### config.mk
export PLATFORM = sky130hd
export DESIGN_NAME = pl_state_ctrl
export DESIGN_NICKNAME = d
export VERILOG_FILES = /design/src/rtl/pl_pkg.sv /design/src/rtl/pl_state_ctrl.sv
export SDC_FILE = /design/constraint.sdc
export NUM_CORES = 1
export LEC_CHECK = 0
export BUFFER_PORTS_ARGS = -buffer_cell sky130_fd_sc_hd__buf_2
export CORE_AREA = 2 2 39 41
export CTS_CLUSTER_DIAMETER = 50
export DETAILED_ROUTE_END_ITERATION = 8
export DIE_AREA = 0 0 41 43
export GPL_TIMING_DRIVEN = 1
export PLACE_DENSITY = 0.73
export SLEW_MARGIN = 20
export SYNTH_ARGS = -nofsm -noshare
export SYNTH_HDL_FRONTEND = slang
export SYNTH_SLANG_ARGS = --single-unit
### constraint.sdc
create_clock -name clk -period 2.1 [get_ports clk]
set_input_delay 0.42 -clock clk [delete_from_list [all_inputs] [get_ports clk]]
set_output_delay 0.42 -clock clk [all_outputs]
set_load 0.1 [all_outputs]
### src/rtl/pl_pkg.sv
package pl_pkg;

    // Link geometry
    localparam int NUM_PROTOCOLS = 4;
    localparam int FLIT_WIDTH = 32;
    localparam int BUFFER_DEPTH = 8;

    // Every queue must drop below this level before flow-control is released
    localparam int FC_RELEASE_LEVEL = BUFFER_DEPTH - 4;

    localparam int WEIGHT_WIDTH = 8;
    localparam int STAT_WIDTH = 32;

    // Derived widths
    localparam int PROTO_ID_WIDTH = $clog2(NUM_PROTOCOLS);
    localparam int OCC_WIDTH = $clog2(BUFFER_DEPTH + 1);

    typedef logic [FLIT_WIDTH-1:0] flit_t;
    typedef logic [PROTO_ID_WIDTH-1:0] proto_id_t;
    typedef logic [OCC_WIDTH-1:0] occ_t;
    typedef logic [WEIGHT_WIDTH-1:0] weight_t;
    typedef logic [STAT_WIDTH-1:0] stat_t;

    // Layer controller states
    typedef enum logic [1:0] {
        PL_RESET        = 2'd0,
        PL_INIT         = 2'd1,
        PL_ACTIVE       = 2'd2,
        PL_FLOW_CONTROL = 2'd3
    } pl_state_t;

    // Flit as exchanged with the die-to-die adapter, both directions
    typedef struct packed {
        proto_id_t proto_id;
        flit_t     flit;
    } d2d_flit_t;

endpackage
### src/rtl/pl_state_ctrl.sv
`timescale 1ns/10ps

module pl_state_ctrl
    import pl_pkg::*;
(
    input  logic                     clk,
    input  logic                     rst_n,
    input  logic [NUM_PROTOCOLS-1:0] protocol_enable,
    input  occ_t                     tx_count [NUM_PROTOCOLS-1:0],
    input  occ_t                     rx_count [NUM_PROTOCOLS-1:0],
    output pl_state_t                layer_state,
    output logic [NUM_PROTOCOLS-1:0] protocol_active
);

    pl_state_t next_state;
    logic      any_full;
    logic      all_below;

    // Fullness summary over both directions
    always_comb begin
        any_full  = 1'b0;
        all_below = 1'b1;
        for (int i = 0; i < NUM_PROTOCOLS; i++) begin
            if ((tx_count[i] == occ_t'(BUFFER_DEPTH))
                || (rx_count[i] == occ_t'(BUFFER_DEPTH))) begin
                any_full = 1'b1;
            end
            if ((tx_count[i] >= occ_t'(FC_RELEASE_LEVEL))
                || (rx_count[i] >= occ_t'(FC_RELEASE_LEVEL))) begin
                all_below = 1'b0;
            end
        end
    end

    always_comb begin
        next_state = layer_state;
        case (layer_state)
            PL_RESET:        next_state = PL_INIT;
            PL_INIT:         if (|protocol_enable) next_state = PL_ACTIVE;
            PL_ACTIVE:       if (any_full) next_state = PL_FLOW_CONTROL;
            PL_FLOW_CONTROL: if (all_below) next_state = PL_ACTIVE;
            default:         next_state = PL_RESET;
        endcase
    end

    always_ff @(posedge clk or negedge rst_n) begin
        if (!rst_n) begin
            layer_state <= PL_RESET;
        end else begin
            layer_state <= next_state;
        end
    end

    for (genvar i = 0; i < NUM_PROTOCOLS; i++) begin : g_active
        assign protocol_active[i] = protocol_enable[i]
                                    && ((tx_count[i] != '0) || (rx_count[i] != '0));
    end

endmodule

==> flow_summary.yaml <==
run_status:
  outcome: "complete, no violations"
synth:
  synth_largest_area_cell: "nor4b_1"
  netlist_top_cells_area: "nor4b_1 (22%), dfrtp_1 (18%), nor4_1 (18%), a21boi_0 (11%), nor4b_4 (8.7%)"
  syn-num-nets: 69
  synth_largest_type_area_fraction: 0.2237
  synth_seq_area_share: 0.1826
  ys_types: 12
  flip_flop_cell_with_the_highest_count_after_synthesis: "dfrtp_1"
  syn-mean-instance-area_um2: 8.839
  mapped_area_um2: 274.0
  synthesis.instances: 31
  synthMostInstantiatedCell: "nor4_1"
  ys_top_cells_by_count: "nor4_1 (8), nor4b_1 (7), a21boi_0 (4)"
  synth_enable_flop_cells: 0
  postSynth.asyncResetShare: 1.000
  ys_warn_count: 0
  ys_seq_elements: 2
placement:
  last_weighted_congestion_value_of_the_routability_driven_placer: 0.6372
  instance_count_after_placement_with_tap_cells_included: 92
  placement.io_buffers: 43
  detailedPlace.worstSlack_ns: 0.3010
  placed_area_um2: 539.3
  dpl.hpwl_um: 927.7
sta:
  sum_of_negative_setup_slack_ns: 0
  tightest_slew_ns: 0.4828
  timing.final.max_slew_violations: 0
  whs_ns: 0.4991
  worst_slew_margin_rel: 0.6752
  worst_clock_skew_ns: 0.003379
  timing.final.crit_period_ns: 1.801
  worst_slack_ns: 0.2993
  timing.final.hold_violations: 0
  fmaxAchievable_mhz: 555.3
  setup_viol: 0
  setup_repair_after_global_routing_missed_its_margin: "no"
  final.period_utilization: 0.8575
setup_path:
  critical_path_arrival_ns: 1.38
  timing.critical_path.required_ns: 1.68
  worstSetupStartpointType: "input pin"
  timing.critical_path.fanout_max: 2
  criticalPathCategory: "in2out"
  worstSetupEndpointType: "output port"
drt:
  routedWlPerCell_um: 10.65
  remaining_drc_errors: 0
  count_of_antenna_violating_nets_left_after_detailed_routing: 0
  drtIter0Drc: 1
  drt_first_pass_iters: 2
  vias: 473
  drt_total_wl_mm: 1.022
  vias_per_cell: 4.927
global_routing:
  grt_start_max_net_pins: 4
  globalRouteOverflowTotal: 0
  groute.usage.overall: 0.1414
  grt_antenna_before_repair: 0
  via_count_of_the_first_global_routing_pass: 461
  grt_pass1_wl_mm: 1.669
final_layout:
  area_growth_syn_to_layout_pct: 108.7
  top_registers: "layer_state (2)"
  registers.top_by_ff_count: "layer_state"
  drive_gt1_frac: 0.6625
  largest_register_ffs: 2
  num-nets-final: 120
  layoutNonFillerInstCount: 96
  core_util_final: 0.4132
  ant_diodes: 0
  design_area_um2: 571.8
  layout.filler_cells: 149
power_and_ir_drop:
  comb_power_share: 0.438
  switching_share: 0.3568
  vdd_drop_max_uv: 205.3
  p_sw_uw: 79.24
  share_seq_of_total_power: 0.175
  power.internal_uw: 142.8
  power.static_leakage_nw: 0.2712
  total_power_uw: 222.1
  power.share.clock: 0.387
  p_per_area_nw_per_um2: 388.4
min_path:
  min_path_type: "in2async"
cts:
  clkSlewWorstSetupHoldPaths_ns: 0.03
  insertion_delay_ns: 0.23
  cts.root.buffer_cell: "clkbuf_4"
  tritoncts: "yes"
  max-clock-path-buffers: 2
  cts_num_sinks: 2
  htreeDepth: 1
  tritoncts.num_buffers: 3
floorplanning:
  core_um2: 1384
  initial_standard_cell_utilization_of_the_core: 0.1980
  io_pins: 44
  die_area_um2: 1763
  rows: 14
  die_h_um: 43
  die_width_um: 41
job:
  drv_cap: 0
-- repair_timing --
| item | CTS | global route |
|---|---|---|
| resized for setup | 0 | 0 |
| buffers inserted | 0 | 0 |
| endpoints found under the hold margin | 2 | 0 |
| hold buffers | 1 | 0 |
-- cells in the final DEF (no fill, tap or decap) --
| cell | netlist | final |
|---|---|---|
| dfrtp_1 | 2 | 2 |
| inv_1 | 1 | 1 |
| buf_2 | 0 | 43 |
| a41oi_1 | 1 | 1 |
| dlygate4sd3_1 | 0 | 1 |
| nor4_1 | 8 | 8 |
| buf_4 | 0 | 2 |
| o21ai_0 | 1 | 1 |
| a21boi_2 | 0 | 4 |
| or3_1 | 2 | 2 |
| o32a_1 | 1 | 1 |
| nor4b_1 | 7 | 7 |
| nor4b_4 | 1 | 1 |
| nand2_1 | 1 | 1 |
| clkbuf_4 | 0 | 3 |
| or4_1 | 2 | 2 |
-- path summary, 6_finish.rpt --
| check | end | startpoint | cells past startpoint | slack, ns |
|---|---|---|---|---|
| worst max-delay path | protocol_active[2] | tx_count[11] | 4 | 0.30 |
| min in group clk | layer_state[1]$_DFFE_PN0P_ | protocol_enable[0] | 3 | 0.50 |
| worst min-delay path | layer_state[0]$_DFFE_PN0P_ | rst_n | 2 | 0.50 |
| worst min register to register | layer_state[1]$_DFFE_PN0P_ | layer_state[1]$_DFFE_PN0P_ | 2 | 0.52 |
| worst max register to register | layer_state[0]$_DFFE_PN0P_ | layer_state[1]$_DFFE_PN0P_ | 3 | 0.85 |
| max in group asynchronous | layer_state[1]$_DFFE_PN0P_ | rst_n | 2 | 1.50 |
-- layer usage --
metal,part of all wire,GRT usage,vias to the layer above
li1,-,-,240
met1,0.36,0.1410,210
met2,0.54,0.2344,19
met3,0.083,0.03665,4
met4,0.025,0.1000,0
met5,0,0,-
-- power by group through the flow --
stage | combinational, mW | sequential [mW] | clock, mW
3_3_place_gp | 0.0957 | 0.0392 | 0
6_report | 0.0972 | 0.0388 | 0.0860
4_1_cts | 0.0984 | 0.0388 | 0.0921
3_5_place_dp | 0.0966 | 0.0392 | 0
5_1_grt | 0.105 | 0.0388 | 0.0940
2_1_floorplan | 0.0468 | 0.0393 | 0
-- kinds of logic (layout without fill, tap and decap cells) --
logic type / after synthesis / after routing / share of synthesized area
AND/OR/NAND/NOR: 21 / 21 / 0.6073
AO/OA/AOI/OAI: 7 / 7 / 0.1963
flip-flops: 2 / 2 / 0.1827
buffers and inverters: 1 / 50 / 0.01369
-- final cells by class --
| cell class | count | area, um2 | area share |
|---|---|---|---|
| tap | 16 | 20.02 | 0.03501 |
| clock buffer | 3 | 22.52 | 0.03939 |
| sequential | 2 | 50.05 | 0.08753 |
| inverter | 1 | 3.754 | 0.006565 |
| timing repair buffer | 46 | 240.2 | 0.4201 |
| multi-input combinational | 28 | 235.2 | 0.4114 |
-- worst max-delay path, cell delays in order --
cell      delay, ns
buf_2          0.10
nor4_1         0.46
a21boi_2       0.09
buf_2          0.31
No activity file was read; power rests on OpenSTA's default activity.
