--- config.mk ---
export PLATFORM = sky130hd
export DESIGN_NAME = rx_path
export DESIGN_NICKNAME = d
export VERILOG_FILES = /design/src/rtl/pl_pkg.sv /design/src/rtl/rx_path.sv /design/src/rtl/flit_fifo.sv
export SDC_FILE = /design/constraint.sdc
export NUM_CORES = 1
export LEC_CHECK = 0
export BUFFER_PORTS_ARGS = -buffer_cell sky130_fd_sc_hd__buf_2
export CORE_AREA = 2 2 265 267
export CTS_CLUSTER_DIAMETER = 50
export DETAILED_ROUTE_END_ITERATION = 8
export DIE_AREA = 0 0 267 269
export MAX_ROUTING_LAYER = met4
export PLACE_DENSITY = 0.77
export SLEW_MARGIN = 20
export SYNTH_ARGS = -nofsm -noshare
export SYNTH_HDL_FRONTEND = slang
export SYNTH_SLANG_ARGS = --single-unit
export TNS_END_PERCENT = 5
--- constraint.sdc ---
create_clock -name clk -period 14.87 [get_ports clk]
set_input_delay 1.487 -clock clk [delete_from_list [all_inputs] [get_ports clk]]
set_output_delay 1.487 -clock clk [all_outputs]
set_load 0.03 [all_outputs]
--- src/rtl/pl_pkg.sv ---
package pl_pkg;

    // Link geometry
    localparam int NUM_PROTOCOLS = 4;
    localparam int FLIT_WIDTH = 32;
    localparam int BUFFER_DEPTH = 8;

    // Every queue must drop below this level before flow-control is released
    localparam int FC_RELEASE_LEVEL = BUFFER_DEPTH - 4;

    localparam int WEIGHT_WIDTH = 8;
    localparam int STAT_WIDTH = 32;

    // Derived widths
    localparam int PROTO_ID_WIDTH = $clog2(NUM_PROTOCOLS);
    localparam int OCC_WIDTH = $clog2(BUFFER_DEPTH + 1);

    typedef logic [FLIT_WIDTH-1:0] flit_t;
    typedef logic [PROTO_ID_WIDTH-1:0] proto_id_t;
    typedef logic [OCC_WIDTH-1:0] occ_t;
    typedef logic [WEIGHT_WIDTH-1:0] weight_t;
    typedef logic [STAT_WIDTH-1:0] stat_t;

    // Layer controller states
    typedef enum logic [1:0] {
        PL_RESET        = 2'd0,
        PL_INIT         = 2'd1,
        PL_ACTIVE       = 2'd2,
        PL_FLOW_CONTROL = 2'd3
    } pl_state_t;

    // Flit as exchanged with the die-to-die adapter, both directions
    typedef struct packed {
        proto_id_t proto_id;
        flit_t     flit;
    } d2d_flit_t;

endpackage
--- src/rtl/rx_path.sv ---
`timescale 1ns/10ps

module rx_path
    import pl_pkg::*;
(
    input  logic                     clk,
    input  logic                     rst_n,
    input  pl_state_t                layer_state,
    input  d2d_flit_t                d2d_rx,
    input  logic                     d2d_rx_valid,
    output logic                     d2d_rx_ready,
    output flit_t                    ul_rx_flit [NUM_PROTOCOLS-1:0],
    output logic [NUM_PROTOCOLS-1:0] ul_rx_valid,
    input  logic [NUM_PROTOCOLS-1:0] ul_rx_ready,
    output occ_t                     rx_count [NUM_PROTOCOLS-1:0]
);

    logic [NUM_PROTOCOLS-1:0] push;
    logic [NUM_PROTOCOLS-1:0] pop;
    logic [NUM_PROTOCOLS-1:0] not_empty;
    logic                     drain_en;

    // Ready follows whichever queue the presented id points at
    assign d2d_rx_ready = (layer_state == PL_ACTIVE)
                          && (rx_count[d2d_rx.proto_id] != occ_t'(BUFFER_DEPTH));

    assign drain_en = (layer_state == PL_ACTIVE) || (layer_state == PL_FLOW_CONTROL);

    for (genvar i = 0; i < NUM_PROTOCOLS; i++) begin : g_queue
        // Steer by id
        assign push[i] = d2d_rx_valid && d2d_rx_ready
                         && (d2d_rx.proto_id == proto_id_t'(i));
        assign ul_rx_valid[i] = not_empty[i] && drain_en;
        assign pop[i]         = ul_rx_valid[i] && ul_rx_ready[i];

        flit_fifo #(
            .DEPTH(BUFFER_DEPTH)
        ) u_fifo (
            .clk      (clk),
            .rst_n    (rst_n),
            .push     (push[i]),
            .push_flit(d2d_rx.flit),
            .pop      (pop[i]),
            .head_flit(ul_rx_flit[i]),
            .not_empty(not_empty[i]),
            .count    (rx_count[i])
        );
    end

endmodule

--- src/rtl/flit_fifo.sv ---
`timescale 1ns/10ps

module flit_fifo
    import pl_pkg::*;
#(
    parameter int DEPTH = BUFFER_DEPTH
) (
    input  logic  clk,
    input  logic  rst_n,
    input  logic  push,
    input  flit_t push_flit,
    input  logic  pop,
    output flit_t head_flit,
    output logic  not_empty,
    output occ_t  count
);

    localparam int PTR_W = (DEPTH > 1) ? $clog2(DEPTH) : 1;

    typedef logic [PTR_W-1:0] ptr_t;

    flit_t mem [DEPTH];
    ptr_t  wr_ptr;
    ptr_t  rd_ptr;

    // Wrap at DEPTH so non power of two depths work too
    function automatic ptr_t next_ptr(ptr_t p);
        if (p == ptr_t'(DEPTH - 1)) begin
            return '0;
        end
        return p + ptr_t'(1);
    endfunction

    always_ff @(posedge clk) begin
        if (push) begin
            mem[wr_ptr] <= push_flit;
        end
    end

    always_ff @(posedge clk or negedge rst_n) begin
        if (!rst_n) begin
            wr_ptr <= '0;
            rd_ptr <= '0;
            count  <= '0;
        end else begin
            if (push) begin
                wr_ptr <= next_ptr(wr_ptr);
            end
            if (pop) begin
                rd_ptr <= next_ptr(rd_ptr);
            end
            // Push and pop together leave the count alone
            case ({push, pop})
                2'b10:   count <= count + occ_t'(1);
                2'b01:   count <= count - occ_t'(1);
                default: count <= count;
            endcase
        end
    end

    // Head is visible the cycle after it was written
    assign head_flit = mem[rd_ptr];
    assign not_empty = (count != '0);

endmodule

==> impl_results.md <==
* Post-Syn Area at 40,900 um2
* Tmin final at 4.85 ns
* Postcts setup bufs at 0
* Sw frac at 31.9%
* Via count at 18,900
* Final setup fails at 0
* Root buf cell: clkbuf_16
* Clock Latency Late Sink at 0.67 ns
* Clk sink count at 1,064
* Number of fill cells at 4,209
* TritonCTS clock tree: built
* Final Max Slew Viols at 0
* P per Cell Area at 184 nW/um2
* HPWL after DPL at 45.9 mm
* Slew @ Worst Pin at 0.978 ns
* Crit path launch type: register
* Switching pwr at 2.72 mW
* Max Root-Sink Buffers at 3
* Largest net degree at the start of global routing at 65
* Final Hold Slack at 0.518 ns
* CP bufs+invs at 2
* Int Power at 5.81 mW
* Gate power share at 29.7%
* Clock slew at reported path FFs at 0.06 ns
* DRT iter0 DRCs at 1,743
* Die X at 267 um
* Cell taking the most area after synthesis: edfxtp_1
* RSZ-0062 raised after global routing: false
* Sum Neg Setup Slack at 0 ns
* Largest fanout on the critical path at 41
* Die Area at 71,800 um2
* Initial antenna violation count at 4
* Critical path class: register to output port
* Arr. time, crit path at 3.36 ns
* Row cnt at 97
* Clock Skew at 0.0276 ns
* Placed cell area at 43,200 um2
* Final Total Pwr at 8.52 mW
* Crit path capture type: output port
* Vias in the first global route at 19,700
* Syn nets at 1,806
* Final net count at 2,063
* CP peak stage delay at 0.77 ns
* Register area at 31,800 um2
* CP top delay family: buffers and inverters
* Most numerous cell in the Yosys netlist: edfxtp_1
* Peak supply drop at 0.201 mV
* Num CTS Buffers at 100
* Post-synth top area share at 75.2%
* Register area share after synthesis at 77.7%
* Slew HR at 34.8%
* DRT Wirelength at 86.4 mm
* Overflow after GRT at 0
* CP Data Required Time at 13.38 ns
* Placer Congestion at 0.780
* IO Port Bufs at 191
* Max-Cap Viols at 0
* Top cells by count, synth: 1,024 x edfxtp_1, 258 x mux4_2, 143 x mux2_2
* H-tree depth at 3
* Fmax achieved at 206 MHz
* Wire length per cell at 28.7 um
* Cell Chain, Critical Path: buf_4, mux4_2, mux2_2, buf_2
* Residual DRC at 0
* Status: completed
* Post-synth ARST share at 3.76%
* Final core utilization at 66.8%
* Post-synth EDFFs at 1,024
* Cell leakage power at 15.0 nW
* Netlist cell types at 33
* Final ANT Viol Nets at 0
* Yosys warns at 0
* Die Y at 269 um
* Post_cts resized at 0
* Cell area after layout at 46,300 um2
* Total GRT Usage at 25.4%
* Period utilization at 32.6%
* Fin. Hold Viols at 0
* Hold_buf cts at 0
* Power share of the sequential group at 42.2%
* Crit path max-delay cell type: dfrtp_4
* Seq cells post-synth at 1,064
* Fraction of layout cells with a size suffix above 1 at 39.3%
* IO Pins at 192
* Global-route wire length before repair at 127 mm
* Ranking of synthesized cells by area: edfxtp_1 75%, mux4_2 14%, mux2_2 3.9%
* Layout area overhead at 13.2%
* HP Class: register to register
* Syn Area/Cell at 23.6 um2
* First-pass iteration count of the detailed router at 5
* Multi-input logic area at 8900 um2
* Starting density of the core at 59.0%
* Vias per std cell at 6.27
* Syn Inst Count at 1,731
* Core footprint at 69,300 um2
* Dominant synthesized flop cell: edfxtp_1
* Clk pwr share at 28.1%
## metal layers
metal	wire length [um]	part of all wire, %	up-vias	GRT usage [%]
met1	33600	39	10100	34.0
met5	0	0	-	-
met4	1790	2.1	0	7.68
li1	-	-	7825	-
met3	7200	8.3	102	4.48
met2	43800	51	854	40.8
## state kept, by name, summed over array words and instances, names as in the netlist
signal	flops
g_queue.u_fifo.count	16
g_queue.u_fifo.mem	1024
g_queue.u_fifo.rd_ptr	12
g_queue.u_fifo.wr_ptr	12
## worst register-to-register path: stages, from the launching register on
cell and delay, ns:
dfrtp_1 0.45, nor3_1 0.14, mux4_2 0.54, a2111o_1 0.66, nor4_2 0.76, buf_4 0.51
## cells in the final DEF (no fill, tap or decap), types with 17 or more instances in the layout
cell type and n:
edfxtp_1 1024, ha_1 28, mux2_2 143, mux4_2 258, inv_1 24, buf_2 191
nand2_1 17, clkinv_1 23, clkbuf_16 103, dfrtp_1 32, clkbuf_1 25, buf_4 45
## worst paths after layout
path / from / end / slack, ns / depth (start not counted)
setup reg to reg: g_queue[0].u_fifo.count[0] / g_queue[3].u_fifo.mem[1][23] / 11.44 / 5
hold reg to reg: g_queue[2].u_fifo.count[3] / g_queue[2].u_fifo.count[3] / 0.52 / 1
min in group asynchronous: rst_n / g_queue[2].u_fifo.rd_ptr[0] / 0.92 / 2
hold / removal: g_queue[2].u_fifo.count[3] / g_queue[2].u_fifo.count[3] / 0.52 / 1
max in group asynchronous: rst_n / g_queue[0].u_fifo.rd_ptr[0] / 13.42 / 2
setup / recovery: g_queue[3].u_fifo.rd_ptr[0] / ul_rx_flit[107] / 10.02 / 4
## cell families after synthesis
logic type | Yosys count | synth area share, %
flip-flops | 1064 | 77.7
multiplexers | 411 | 18.4
buffers and inverters | 105 | 1.05
AND/OR/NAND/NOR | 79 | 1.08
adder cells (fa/ha/maj) | 32 | 1.05
AO/OA/AOI/OAI | 28 | 0.499
XOR/XNOR | 12 | 0.257
## through the flow
step	worst slack, ns	cells
after CTS	9.90	3005
after floorplan	8.38	1731
after global placement	10.44	2826
after detailed placement	10.31	2826
final	10.02	3008
after global routing	9.78	3006
## cell type report
| type | count | area share [%] |
|---|---|---|
| clock buffer | 128 | 5.77 |
| timing repair buffer | 236 | 2.80 |
| sequential | 1064 | 68.6 |
| antenna | 3 | 0.0162 |
| tap | 940 | 2.54 |
| inverter | 24 | 0.195 |
| multi-input combinational | 562 | 19.2 |
| clock inverter | 51 | 0.808 |
## power by group through the flow
| stage | registers, mW | logic [mW] | clock network, mW |
|---|---|---|---|
| floorplan | 3.54 | 1.97 | 0 |
| global placement | 3.66 | 2.52 | 0 |
| detailed placement | 3.67 | 2.55 | 0 |
| CTS | 3.61 | 2.57 | 2.43 |
| global route | 3.63 | 2.68 | 2.54 |
| finish | 3.60 | 2.53 | 2.39 |
No activity file was read; power rests on OpenSTA's default activity.
